--- config.mk ---
export PLATFORM = sky130hd
export DESIGN_NAME = calc_top
export DESIGN_NICKNAME = d
export VERILOG_FILES = /design/src/common/calc_pkg.sv /design/src/keypad/keypad_scanner.sv /design/src/hw/operand_entry.sv /design/src/hw/arith_unit.sv /design/src/hw/calc_top.sv
export SDC_FILE = /design/constraint.sdc
export NUM_CORES = 1
export LEC_CHECK = 0
export BUFFER_PORTS_ARGS = -buffer_cell sky130_fd_sc_hd__buf_2
export CAP_MARGIN = 20
export CORE_MARGIN = 4
export CORE_UTILIZATION = 60
export CTS_CLUSTER_SIZE = 10
export DETAILED_ROUTE_END_ITERATION = 7
export PLACE_DENSITY_LB_ADDON = 0.2
export SYNTH_ARGS = -nofsm -noshare
export SYNTH_HDL_FRONTEND = slang
export SYNTH_SLANG_ARGS = --single-unit
--- constraint.sdc ---
create_clock -name clk -period 8.9 [get_ports clk]
set_input_delay 0.445 -clock clk [delete_from_list [all_inputs] [get_ports clk]]
set_output_delay 0.445 -clock clk [all_outputs]
set_load 0.1 [all_outputs]
--- src/common/calc_pkg.sv ---
`default_nettype none

package calc_pkg;

    localparam int WORD_W          = 16;                       // operand and result width
    localparam int DEBOUNCE_CYCLES = 10;                       // stable samples to confirm
    localparam int DEB_CNT_W       = $clog2(DEBOUNCE_CYCLES);  // debounce counter width
    localparam int MUL_CNT_W       = $clog2(WORD_W);           // one step per multiplier bit

    typedef logic [3:0]           key_code_t;                  // row*4 + col
    typedef logic [3:0]           digit_t;                     // decimal 0..9
    typedef logic [WORD_W-1:0]    word_t;                      // two's complement, wraps
    typedef logic [DEB_CNT_W-1:0] deb_cnt_t;
    typedef logic [MUL_CNT_W-1:0] mul_cnt_t;

    typedef enum logic [2:0] {
        OP_NONE = 3'd0,                                        // result is a
        OP_NEG  = 3'd1,                                        // sign change
        OP_ADD  = 3'd2,
        OP_SUB  = 3'd3,
        OP_MUL  = 3'd4
    } op_t;

    typedef enum logic [1:0] {
        KIND_DIGIT,                                            // key_digit valid
        KIND_OP,                                               // key_op valid
        KIND_EQUAL                                             // issue job
    } key_kind_t;

    // keypad map positions that are not digits
    localparam key_code_t EMPTY_KEY = 4'hE;                    // yields no event
    localparam key_code_t KEY_ADD   = 4'h3;
    localparam key_code_t KEY_SUB   = 4'h7;
    localparam key_code_t KEY_MUL   = 4'hB;
    localparam key_code_t KEY_EQUAL = 4'hC;
    localparam key_code_t KEY_NEG   = 4'hF;

    localparam deb_cnt_t DEB_LAST = deb_cnt_t'(DEBOUNCE_CYCLES - 1);  // final debounce count
    localparam mul_cnt_t MUL_LAST = mul_cnt_t'(WORD_W - 1);           // final shift-add step

endpackage

`default_nettype wire

--- src/keypad/keypad_scanner.sv ---
`timescale 1ns/1ps
`default_nettype none

module keypad_scanner (
    input  logic                clk,
    input  logic                nRST,                 // async active-low reset
    input  logic [3:0]          row_in,               // keypad rows with pull-ups
    output logic [3:0]          col_out,              // one column driven low
    output logic                key_req,              // event to entry stage
    input  logic                key_ack,
    output calc_pkg::key_kind_t key_kind,
    output calc_pkg::digit_t    key_digit,
    output calc_pkg::op_t       key_op
);

    typedef enum logic [2:0] {
        SCAN_COL,                                     // walk columns until a row drops
        DEBOUNCE,                                     // count stable low samples
        CONFIRM,                                      // decode and raise req
        WAIT_ACK,                                     // hold req until ack and release
        WAIT_RELEASE                                  // empty key gives no event
    } scan_state_t;

    scan_state_t         state;
    logic [1:0]          col_idx;                     // active column
    calc_pkg::deb_cnt_t  deb_cnt;                     // low samples after the first
    logic                row_hit;                     // some row pulled low
    calc_pkg::key_code_t code;                        // encoded key position
    calc_pkg::key_kind_t dec_kind;
    calc_pkg::digit_t    dec_digit;
    calc_pkg::op_t       dec_op;
    logic                load_event;                  // confirmed key becomes an event

    assign row_hit = ~&row_in;

    always_comb begin
        col_out          = 4'b1111;
        col_out[col_idx] = 1'b0;                      // drive only the scanned column
    end

    // lowest low row wins when several rows read low
    function automatic calc_pkg::key_code_t encode_key(input logic [3:0] rows,
                                                       input logic [1:0] col);
        logic [1:0] row_idx;
        logic       found;
        row_idx = 2'd0;
        found   = 1'b0;
        for (int r = 0; r < 4; r++) begin
            if (!rows[r] && !found) begin
                row_idx = 2'(r);
                found   = 1'b1;
            end
        end
        return found ? {row_idx, col} : calc_pkg::EMPTY_KEY;
    endfunction

    assign code = encode_key(row_in, col_idx);

    always_comb begin
        dec_kind  = calc_pkg::KIND_DIGIT;
        dec_digit = 4'd0;
        dec_op    = calc_pkg::OP_NONE;
        case (code)
            4'h0: dec_digit = 4'd1;
            4'h1: dec_digit = 4'd2;
            4'h2: dec_digit = 4'd3;
            4'h4: dec_digit = 4'd4;
            4'h5: dec_digit = 4'd5;
            4'h6: dec_digit = 4'd6;
            4'h8: dec_digit = 4'd7;
            4'h9: dec_digit = 4'd8;
            4'hA: dec_digit = 4'd9;
            4'hD: dec_digit = 4'd0;                   // zero sits below the digits
            calc_pkg::KEY_ADD: begin
                dec_kind = calc_pkg::KIND_OP;
                dec_op   = calc_pkg::OP_ADD;
            end
            calc_pkg::KEY_SUB: begin
                dec_kind = calc_pkg::KIND_OP;
                dec_op   = calc_pkg::OP_SUB;
            end
            calc_pkg::KEY_MUL: begin
                dec_kind = calc_pkg::KIND_OP;
                dec_op   = calc_pkg::OP_MUL;
            end
            calc_pkg::KEY_NEG: begin
                dec_kind = calc_pkg::KIND_OP;
                dec_op   = calc_pkg::OP_NEG;
            end
            calc_pkg::KEY_EQUAL: dec_kind = calc_pkg::KIND_EQUAL;
            default: ;                                // empty key
        endcase
    end

    // wait for the previous ack to drop before a new req
    assign load_event = (state == CONFIRM) && row_hit && (code != calc_pkg::EMPTY_KEY)
                        && !key_ack;

    always_ff @(posedge clk or negedge nRST) begin
        if (!nRST) begin
            state   <= SCAN_COL;
            col_idx <= 2'd0;
            deb_cnt <= '0;
            key_req <= 1'b0;
        end else begin
            case (state)
                SCAN_COL: begin
                    if (row_hit) begin
                        deb_cnt <= '0;                // first low sample
                        state   <= DEBOUNCE;
                    end else begin
                        col_idx <= col_idx + 2'd1;    // wraps from 3 to 0
                    end
                end
                DEBOUNCE: begin
                    if (!row_hit) begin
                        state <= SCAN_COL;            // a bounce restarts the count
                    end else if (deb_cnt == calc_pkg::DEB_LAST) begin
                        state <= CONFIRM;
                    end else begin
                        deb_cnt <= deb_cnt + 1'b1;
                    end
                end
                CONFIRM: begin
                    if (load_event) begin
                        key_req <= 1'b1;
                        state   <= WAIT_ACK;
                    end else if (!row_hit || code == calc_pkg::EMPTY_KEY) begin
                        state <= WAIT_RELEASE;
                    end
                end
                WAIT_ACK: begin
                    if (key_ack && !row_hit) begin    // held key gives one event
                        key_req <= 1'b0;
                        state   <= SCAN_COL;
                    end
                end
                WAIT_RELEASE: begin
                    if (!row_hit) state <= SCAN_COL;
                end
                default: state <= SCAN_COL;
            endcase
        end
    end

    always_ff @(posedge clk) begin
        if (load_event) begin                         // payload fixed while req high
            key_kind  <= dec_kind;
            key_digit <= dec_digit;
            key_op    <= dec_op;
        end
    end

    a_req_until_ack: assert property (@(posedge clk) disable iff (!nRST)
        $fell(key_req) |-> $past(key_ack));

endmodule

`default_nettype wire

--- src/hw/operand_entry.sv ---
`timescale 1ns/1ps
`default_nettype none

module operand_entry (
    input  logic                clk,
    input  logic                nRST,                 // async, active low
    input  logic                key_req,              // event from scanner
    output logic                key_ack,
    input  calc_pkg::key_kind_t key_kind,
    input  calc_pkg::digit_t    key_digit,
    input  calc_pkg::op_t       key_op,
    output logic                job_req,              // job to arith stage
    input  logic                job_ack,
    output calc_pkg::word_t     job_a,
    output calc_pkg::word_t     job_b,
    output calc_pkg::op_t       job_op
);

    typedef enum logic {
        ENTER_A,
        ENTER_B
    } entry_state_t;

    entry_state_t    state;
    calc_pkg::word_t cur;                             // operand being keyed
    calc_pkg::word_t opnd_a;                          // a, parked during b entry
    calc_pkg::op_t   op_r;                            // stored operator
    logic            job_pend;                        // job loaded, req next cycle
    logic            job_free;                        // job slot empty, handshake closed
    logic            is_equal;
    logic            accept;                          // take this key event now

    assign is_equal = (key_kind == calc_pkg::KIND_EQUAL);
    assign job_free = !job_req && !job_ack && !job_pend;
    // equals stalls under back-pressure, digits and operators still go through
    assign accept   = key_req && !key_ack && (!is_equal || job_free);

    always_ff @(posedge clk or negedge nRST) begin
        if (!nRST) begin
            state    <= ENTER_A;
            cur      <= '0;
            opnd_a   <= '0;
            op_r     <= calc_pkg::OP_NONE;
            key_ack  <= 1'b0;
            job_req  <= 1'b0;
            job_pend <= 1'b0;
        end else begin
            if (accept) begin
                key_ack <= 1'b1;
            end else if (!key_req) begin
                key_ack <= 1'b0;                      // four-phase return
            end

            job_pend <= accept && is_equal;
            if (job_pend) begin
                job_req <= 1'b1;
            end else if (job_req && job_ack) begin
                job_req <= 1'b0;
            end

            if (accept) begin
                case (key_kind)
                    calc_pkg::KIND_DIGIT: begin
                        cur <= cur * calc_pkg::word_t'(10) + calc_pkg::word_t'(key_digit);
                    end
                    calc_pkg::KIND_OP: begin
                        if (key_op == calc_pkg::OP_NEG) begin
                            cur <= -cur;              // sign of current operand
                        end else if (key_op != calc_pkg::OP_NONE) begin
                            op_r <= key_op;           // later operator replaces
                            if (state == ENTER_A) begin
                                opnd_a <= cur;
                                cur    <= '0;         // b starts empty
                                state  <= ENTER_B;
                            end
                        end
                    end
                    calc_pkg::KIND_EQUAL: begin
                        cur   <= '0;                  // fresh a for next expression
                        op_r  <= calc_pkg::OP_NONE;
                        state <= ENTER_A;
                    end
                    default: ;
                endcase
            end
        end
    end

    always_ff @(posedge clk) begin
        if (accept && is_equal) begin
            if (state == ENTER_B) begin
                job_a  <= opnd_a;
                job_b  <= cur;
                job_op <= op_r;
            end else begin
                job_a  <= cur;                        // no operator, result is a
                job_b  <= '0;
                job_op <= calc_pkg::OP_NONE;
            end
        end
    end

    a_job_stable: assert property (@(posedge clk) disable iff (!nRST)
        job_req && $past(job_req) |-> $stable(job_a) && $stable(job_b) && $stable(job_op));

endmodule

`default_nettype wire

--- src/hw/arith_unit.sv ---
`timescale 1ns/1ps
`default_nettype none

module arith_unit (
    input  logic            clk,
    input  logic            nRST,                     // async, active low
    input  logic            job_req,                  // job from entry
    output logic            job_ack,
    input  calc_pkg::word_t job_a,
    input  calc_pkg::word_t job_b,
    input  calc_pkg::op_t   job_op,
    output logic            res_req,                  // result to outside
    input  logic            res_ack,
    output calc_pkg::word_t res_value
);

    typedef enum logic [1:0] {
        IDLE,                                         // ready for a job
        MUL_STEP,                                     // shift-add loop
        EXEC,                                         // form result
        RESULT                                        // hold under res_req
    } arith_state_t;

    arith_state_t       state;
    calc_pkg::word_t    a_r;                          // multiplicand, shifts left
    calc_pkg::word_t    b_r;                          // multiplier, shifts right
    calc_pkg::word_t    acc;                          // low bits of product
    calc_pkg::op_t      op_r;
    calc_pkg::mul_cnt_t step;
    calc_pkg::word_t    result_next;
    logic               take;                         // latch job this cycle

    // no new job while a result is out or its ack is still high
    assign take = (state == IDLE) && job_req && !job_ack && !res_ack;

    always_comb begin
        case (op_r)
            calc_pkg::OP_ADD: result_next = a_r + b_r;
            calc_pkg::OP_SUB: result_next = a_r - b_r;
            calc_pkg::OP_MUL: result_next = acc;
            default:          result_next = a_r;      // pass-through
        endcase
    end

    always_ff @(posedge clk or negedge nRST) begin
        if (!nRST) begin
            state   <= IDLE;
            job_ack <= 1'b0;
            res_req <= 1'b0;
            step    <= '0;
        end else begin
            if (take) begin
                job_ack <= 1'b1;                      // operands latched, entry free
            end else if (!job_req) begin
                job_ack <= 1'b0;
            end

            case (state)
                IDLE: begin
                    if (take) begin
                        step  <= '0;
                        state <= (job_op == calc_pkg::OP_MUL) ? MUL_STEP : EXEC;
                    end
                end
                MUL_STEP: begin
                    step <= step + 1'b1;
                    if (step == calc_pkg::MUL_LAST) state <= EXEC;
                end
                EXEC: begin
                    res_req <= 1'b1;
                    state   <= RESULT;
                end
                RESULT: begin
                    if (res_ack) begin
                        res_req <= 1'b0;
                        state   <= IDLE;
                    end
                end
                default: state <= IDLE;
            endcase
        end
    end

    always_ff @(posedge clk) begin
        if (take) begin
            a_r  <= job_a;
            b_r  <= job_b;
            op_r <= job_op;
            acc  <= '0;
        end else if (state == MUL_STEP) begin
            if (b_r[0]) acc <= acc + a_r;             // wraps mod 2^16
            a_r <= a_r << 1;
            b_r <= b_r >> 1;
        end
        if (state == EXEC) res_value <= result_next;  // only while res_req low
    end

    a_res_until_ack: assert property (@(posedge clk) disable iff (!nRST)
        $fell(res_req) |-> $past(res_ack));

endmodule

`default_nettype wire

--- src/hw/calc_top.sv ---
`timescale 1ns/1ps
`default_nettype none

module calc_top (
    input  logic            clk,
    input  logic            nRST,                     // async, active low
    input  logic [3:0]      row_in,                   // keypad rows
    output logic [3:0]      col_out,                  // keypad columns
    output logic            res_req,
    input  logic            res_ack,
    output calc_pkg::word_t res_value
);

    logic                key_req;                     // scanner -> entry
    logic                key_ack;
    calc_pkg::key_kind_t key_kind;
    calc_pkg::digit_t    key_digit;
    calc_pkg::op_t       key_op;
    logic                job_req;                     // entry -> arith
    logic                job_ack;
    calc_pkg::word_t     job_a;
    calc_pkg::word_t     job_b;
    calc_pkg::op_t       job_op;

    keypad_scanner u_keypad_scanner (
        .clk(clk), .nRST(nRST),
        .row_in(row_in), .col_out(col_out),
        .key_req(key_req), .key_ack(key_ack),
        .key_kind(key_kind), .key_digit(key_digit), .key_op(key_op)
    );

    operand_entry u_operand_entry (
        .clk(clk), .nRST(nRST),
        .key_req(key_req), .key_ack(key_ack),
        .key_kind(key_kind), .key_digit(key_digit), .key_op(key_op),
        .job_req(job_req), .job_ack(job_ack),
        .job_a(job_a), .job_b(job_b), .job_op(job_op)
    );

    arith_unit u_arith_unit (
        .clk(clk), .nRST(nRST),
        .job_req(job_req), .job_ack(job_ack),
        .job_a(job_a), .job_b(job_b), .job_op(job_op),
        .res_req(res_req), .res_ack(res_ack), .res_value(res_value)
    );

endmodule

`default_nettype wire

==> flow_metrics.tcl <==
set metrics [dict create \
    outcome "completed" \
    crit_slowest_cell "nor2b_1" \
    ios 28 \
    dp_hpwl_um 14200 \
    drc 0 \
    worstPathRequired_ns 9.05 \
    clk_latency_ns 0.43 \
    tightestPinTransition_ns 1.10 \
    startpoint_type "register" \
    start_util 0.615 \
    htreeDepth 4 \
    core_um2 16600 \
    syn_nets 1073 \
    grt_pass1_wl_um 35100 \
    row_count 47 \
    ys_seq_area_frac 0.449 \
    max_stage_delay_ns 0.43 \
    drtAntennaViolNets 0 \
    first_iter_violations 462 \
    yosys.area.top_type_share 0.279 \
    cts_resized 0 \
    final-hold-violation-count 0 \
    grt_max_degree 59 \
    num_vias 7343 \
    dr.pass1.iters 5 \
    cap_violations 0 \
    finalMaxSlewViolations 0 \
    ys.flop_type "edfxtp_1" \
    dieArea_um2 19200 \
    clk_pin_slew_worst_paths_ns 0.06 \
    synth_area_leaders "edfxtp_1, dfrtp_1, ha_1, mux2_2, dfxtp_1" \
    cts_tree "done" \
    port_buffers 27 \
    tns_ns 0 \
    avgSynthCellArea_um2 10.4 \
    cts_buffers 17 \
    overflow 0 \
    max_freq_ghz 0.244 \
    die_w_um 139 \
    yosysUniqueCellTypes 74 \
    area_growth_pct 9.12 \
    cts_sinks 168 \
    die_h_um 139 \
    critPathKind "reg -> reg" \
    syn_inst 989 \
    synthArstFlopShare 0.339 \
    rsz0062_at_grt "false" \
    arrival_ns 4.25 \
    wl_um 20400 \
    synth_edf_count 95 \
    path_cells "nor2b_1 > nand2_1 > o21ai_0 > inv_1 > ha_1 > nor2b_1 > o31a_1 > nor4_1 > o31ai_1 > a211oi_1 > a21oi_1 > xnor2_1 > o21ai_1" \
    end_kind "register" \
    worstPathMaxFanout 11 \
    period_share 0.461 \
    grt_antenna_before_repair 0 \
    synth.yosys.warnings 0 \
    yosysTopAreaCell "edfxtp_1" \
    postCtsSetupRepairBufs 0 \
    hold_buffers 0 \
    viasPerCell 5.93 \
    track_usage 0.218 \
    fin_skew_ns 0.00984 \
    nets 1089 \
    antennaDiodeCount 0 \
    post_route_cells_drive_above_1_share 0.145 \
    cts_buffer_depth 2 \
    fill_cells 1282 \
    syn_area_um2 10200 \
    gp_congestion 0.854 \
    wire_per_inst_um 16.5 \
    min_path_type "in -> async" \
    period_needed_ns 4.10 \
    ys_ff_latch 168 \
    grt_pass1_vias 7253 \
    max_slew_margin 0.264 \
    worst_path_most_repeated_cell "nor2b_1" \
    cts_root_buf "clkbuf_16" \
    setup-violations-final 0 \
]
## cells in the mapped netlist (4+ instances only)
cell type   n
a221o_1     5
o211ai_1    5
a22oi_1    15
a21o_1     16
xnor2_1    35
mux2_2     59
xor2_1     20
nor3b_1     8
and2_1     26
or2_2       4
nor3_1     26
a211oi_1    9
nand2b_1    8
and3_1      5
a221oi_1    7
nor4_1     12
or3_1       7
a21oi_1    60
fa_1        4
nor2_1     73
dfrtp_1    57
nand4_1     4
o21a_1      7
a22o_1      5
dfxtp_1    16
nand3_1    21
edfxtp_1   95
a31oi_1     7
o21bai_1    5
nand2_1    71
nand3b_1    4
ha_1       73
o21ai_0    55
nor2b_1    17
inv_1      41
clkbuf_1   29
o31ai_1    10
o21ai_1    17
## routing by layer
metal | share of wire | routed length [um] | GRT usage | vias up
li1 | - | - | - | 3675
met1 | 0.47 | 9560 | 0.291 | 3501
met2 | 0.48 | 9860 | 0.369 | 139
met3 | 0.031 | 633 | 0.0334 | 28
met4 | 0.017 | 354 | 0.0669 | 0
met5 | 0 | 0 | 0 | -
## logic make-up after synthesis
kind of cell / synth area share
AO/OA/AOI/OAI: 0.154
XOR/XNOR: 0.0502
adder cells (fa/ha/maj): 0.0970
buffers and inverters: 0.0288
flip-flops: 0.449
multiplexers: 0.0668
AND/OR/NAND/NOR: 0.154
## per-stage QoR
| stage | cell area [um^2] | instances | hold WS [ns] | utilization | setup WS (ns) |
|---|---|---|---|---|---|
| after floorplan | 10200 | 989 | 0.149 | - | 5.65 |
| after global placement | 10600 | 1205 | 0.434 | 0.634 | 5.13 |
| after detailed placement | 10600 | 1205 | 0.435 | 0.634 | 4.95 |
| after CTS | 11200 | 1237 | 0.195 | 0.671 | 4.79 |
| after global routing | 11200 | 1238 | 0.236 | 0.671 | 4.45 |
| final | 11200 | 1238 | 0.154 | 0.671 | 4.80 |
## cell usage in the layout, fill, tap and decap left out, types with 17 or more instances in the layout
master,Yosys,final
nand3_1,21,21
o21ai_1,17,17
xnor2_1,35,35
xor2_1,20,20
o21ai_0,55,55
nor2_1,73,72
and2_1,26,26
nand2_1,71,71
nor2b_1,17,17
a21oi_1,60,60
dfrtp_1,57,57
inv_1,41,41
edfxtp_1,95,95
mux2_2,59,59
buf_2,2,27
nor3_1,26,26
clkbuf_16,0,18
ha_1,73,73
## final timing paths
check / start / cells past startpoint / slack [ns] / to
min in group clk: res_ack / 2 / 0.23 / u_arith_unit.res_req$_DFFE_PN0P_
max in group asynchronous: nRST / 2 / 8.25 / u_operand_entry.opnd_a[14]$_DFFE_PN0P_
max: u_arith_unit.op_r[1]$_DFFE_PP_ / 13 / 4.80 / u_arith_unit.res_value[15]$_DFFE_PP_
min reg2reg: u_operand_entry.job_pend$_DFF_PN0_ / 1 / 0.47 / u_operand_entry.job_req$_DFFE_PN0P_
min: nRST / 2 / 0.15 / u_keypad_scanner.state[2]$_DFFE_PN0P_
max reg2reg: u_arith_unit.op_r[1]$_DFFE_PP_ / 13 / 4.80 / u_arith_unit.res_value[15]$_DFFE_PP_
## sequential cells by signal, indices dropped and copies added (netlist names), 2 cells and up
| signal | count |
|---|---|
| u_arith_unit.a_r | 16 |
| u_arith_unit.acc | 16 |
| u_arith_unit.b_r | 16 |
| u_arith_unit.res_value | 16 |
| u_operand_entry.cur | 16 |
| u_operand_entry.job_a | 16 |
| u_operand_entry.job_b | 16 |
| u_operand_entry.opnd_a | 16 |
| u_arith_unit.step | 4 |
| u_keypad_scanner.deb_cnt | 4 |
| u_keypad_scanner.key_digit | 4 |
| u_arith_unit.op_r | 3 |
| u_keypad_scanner.key_op | 3 |
| u_keypad_scanner.state | 3 |
| u_operand_entry.job_op | 3 |
| u_operand_entry.op_r | 3 |
| u_arith_unit.state | 2 |
| u_keypad_scanner.col_idx | 2 |
| u_keypad_scanner.key_kind | 2 |
## critical path: cells and delay by family (launching register included)
kind	cells	cell delay, ns
AOI/OAI and AO/OA	6	1.53
xor gates and xnor gates	1	0.18
adders and majority gates	1	0.29
buffers and inverters	1	0.10
DFF	1	0.38
and+or+nand+nor	4	1.34
## cell type report
class,instances,area [um^2],share of cell area
inverter,41,154,0.0138
clock buffer,23,499,0.0447
tap,220,275,0.0246
clock inverter,9,110,0.00986
timing repair buffer,32,173,0.0155
sequential,168,4600,0.412
multi-input combinational,745,5360,0.480
Power is not shown: default switching activity piles up to over one toggle a cycle in this logic, so the estimate is an artifact.
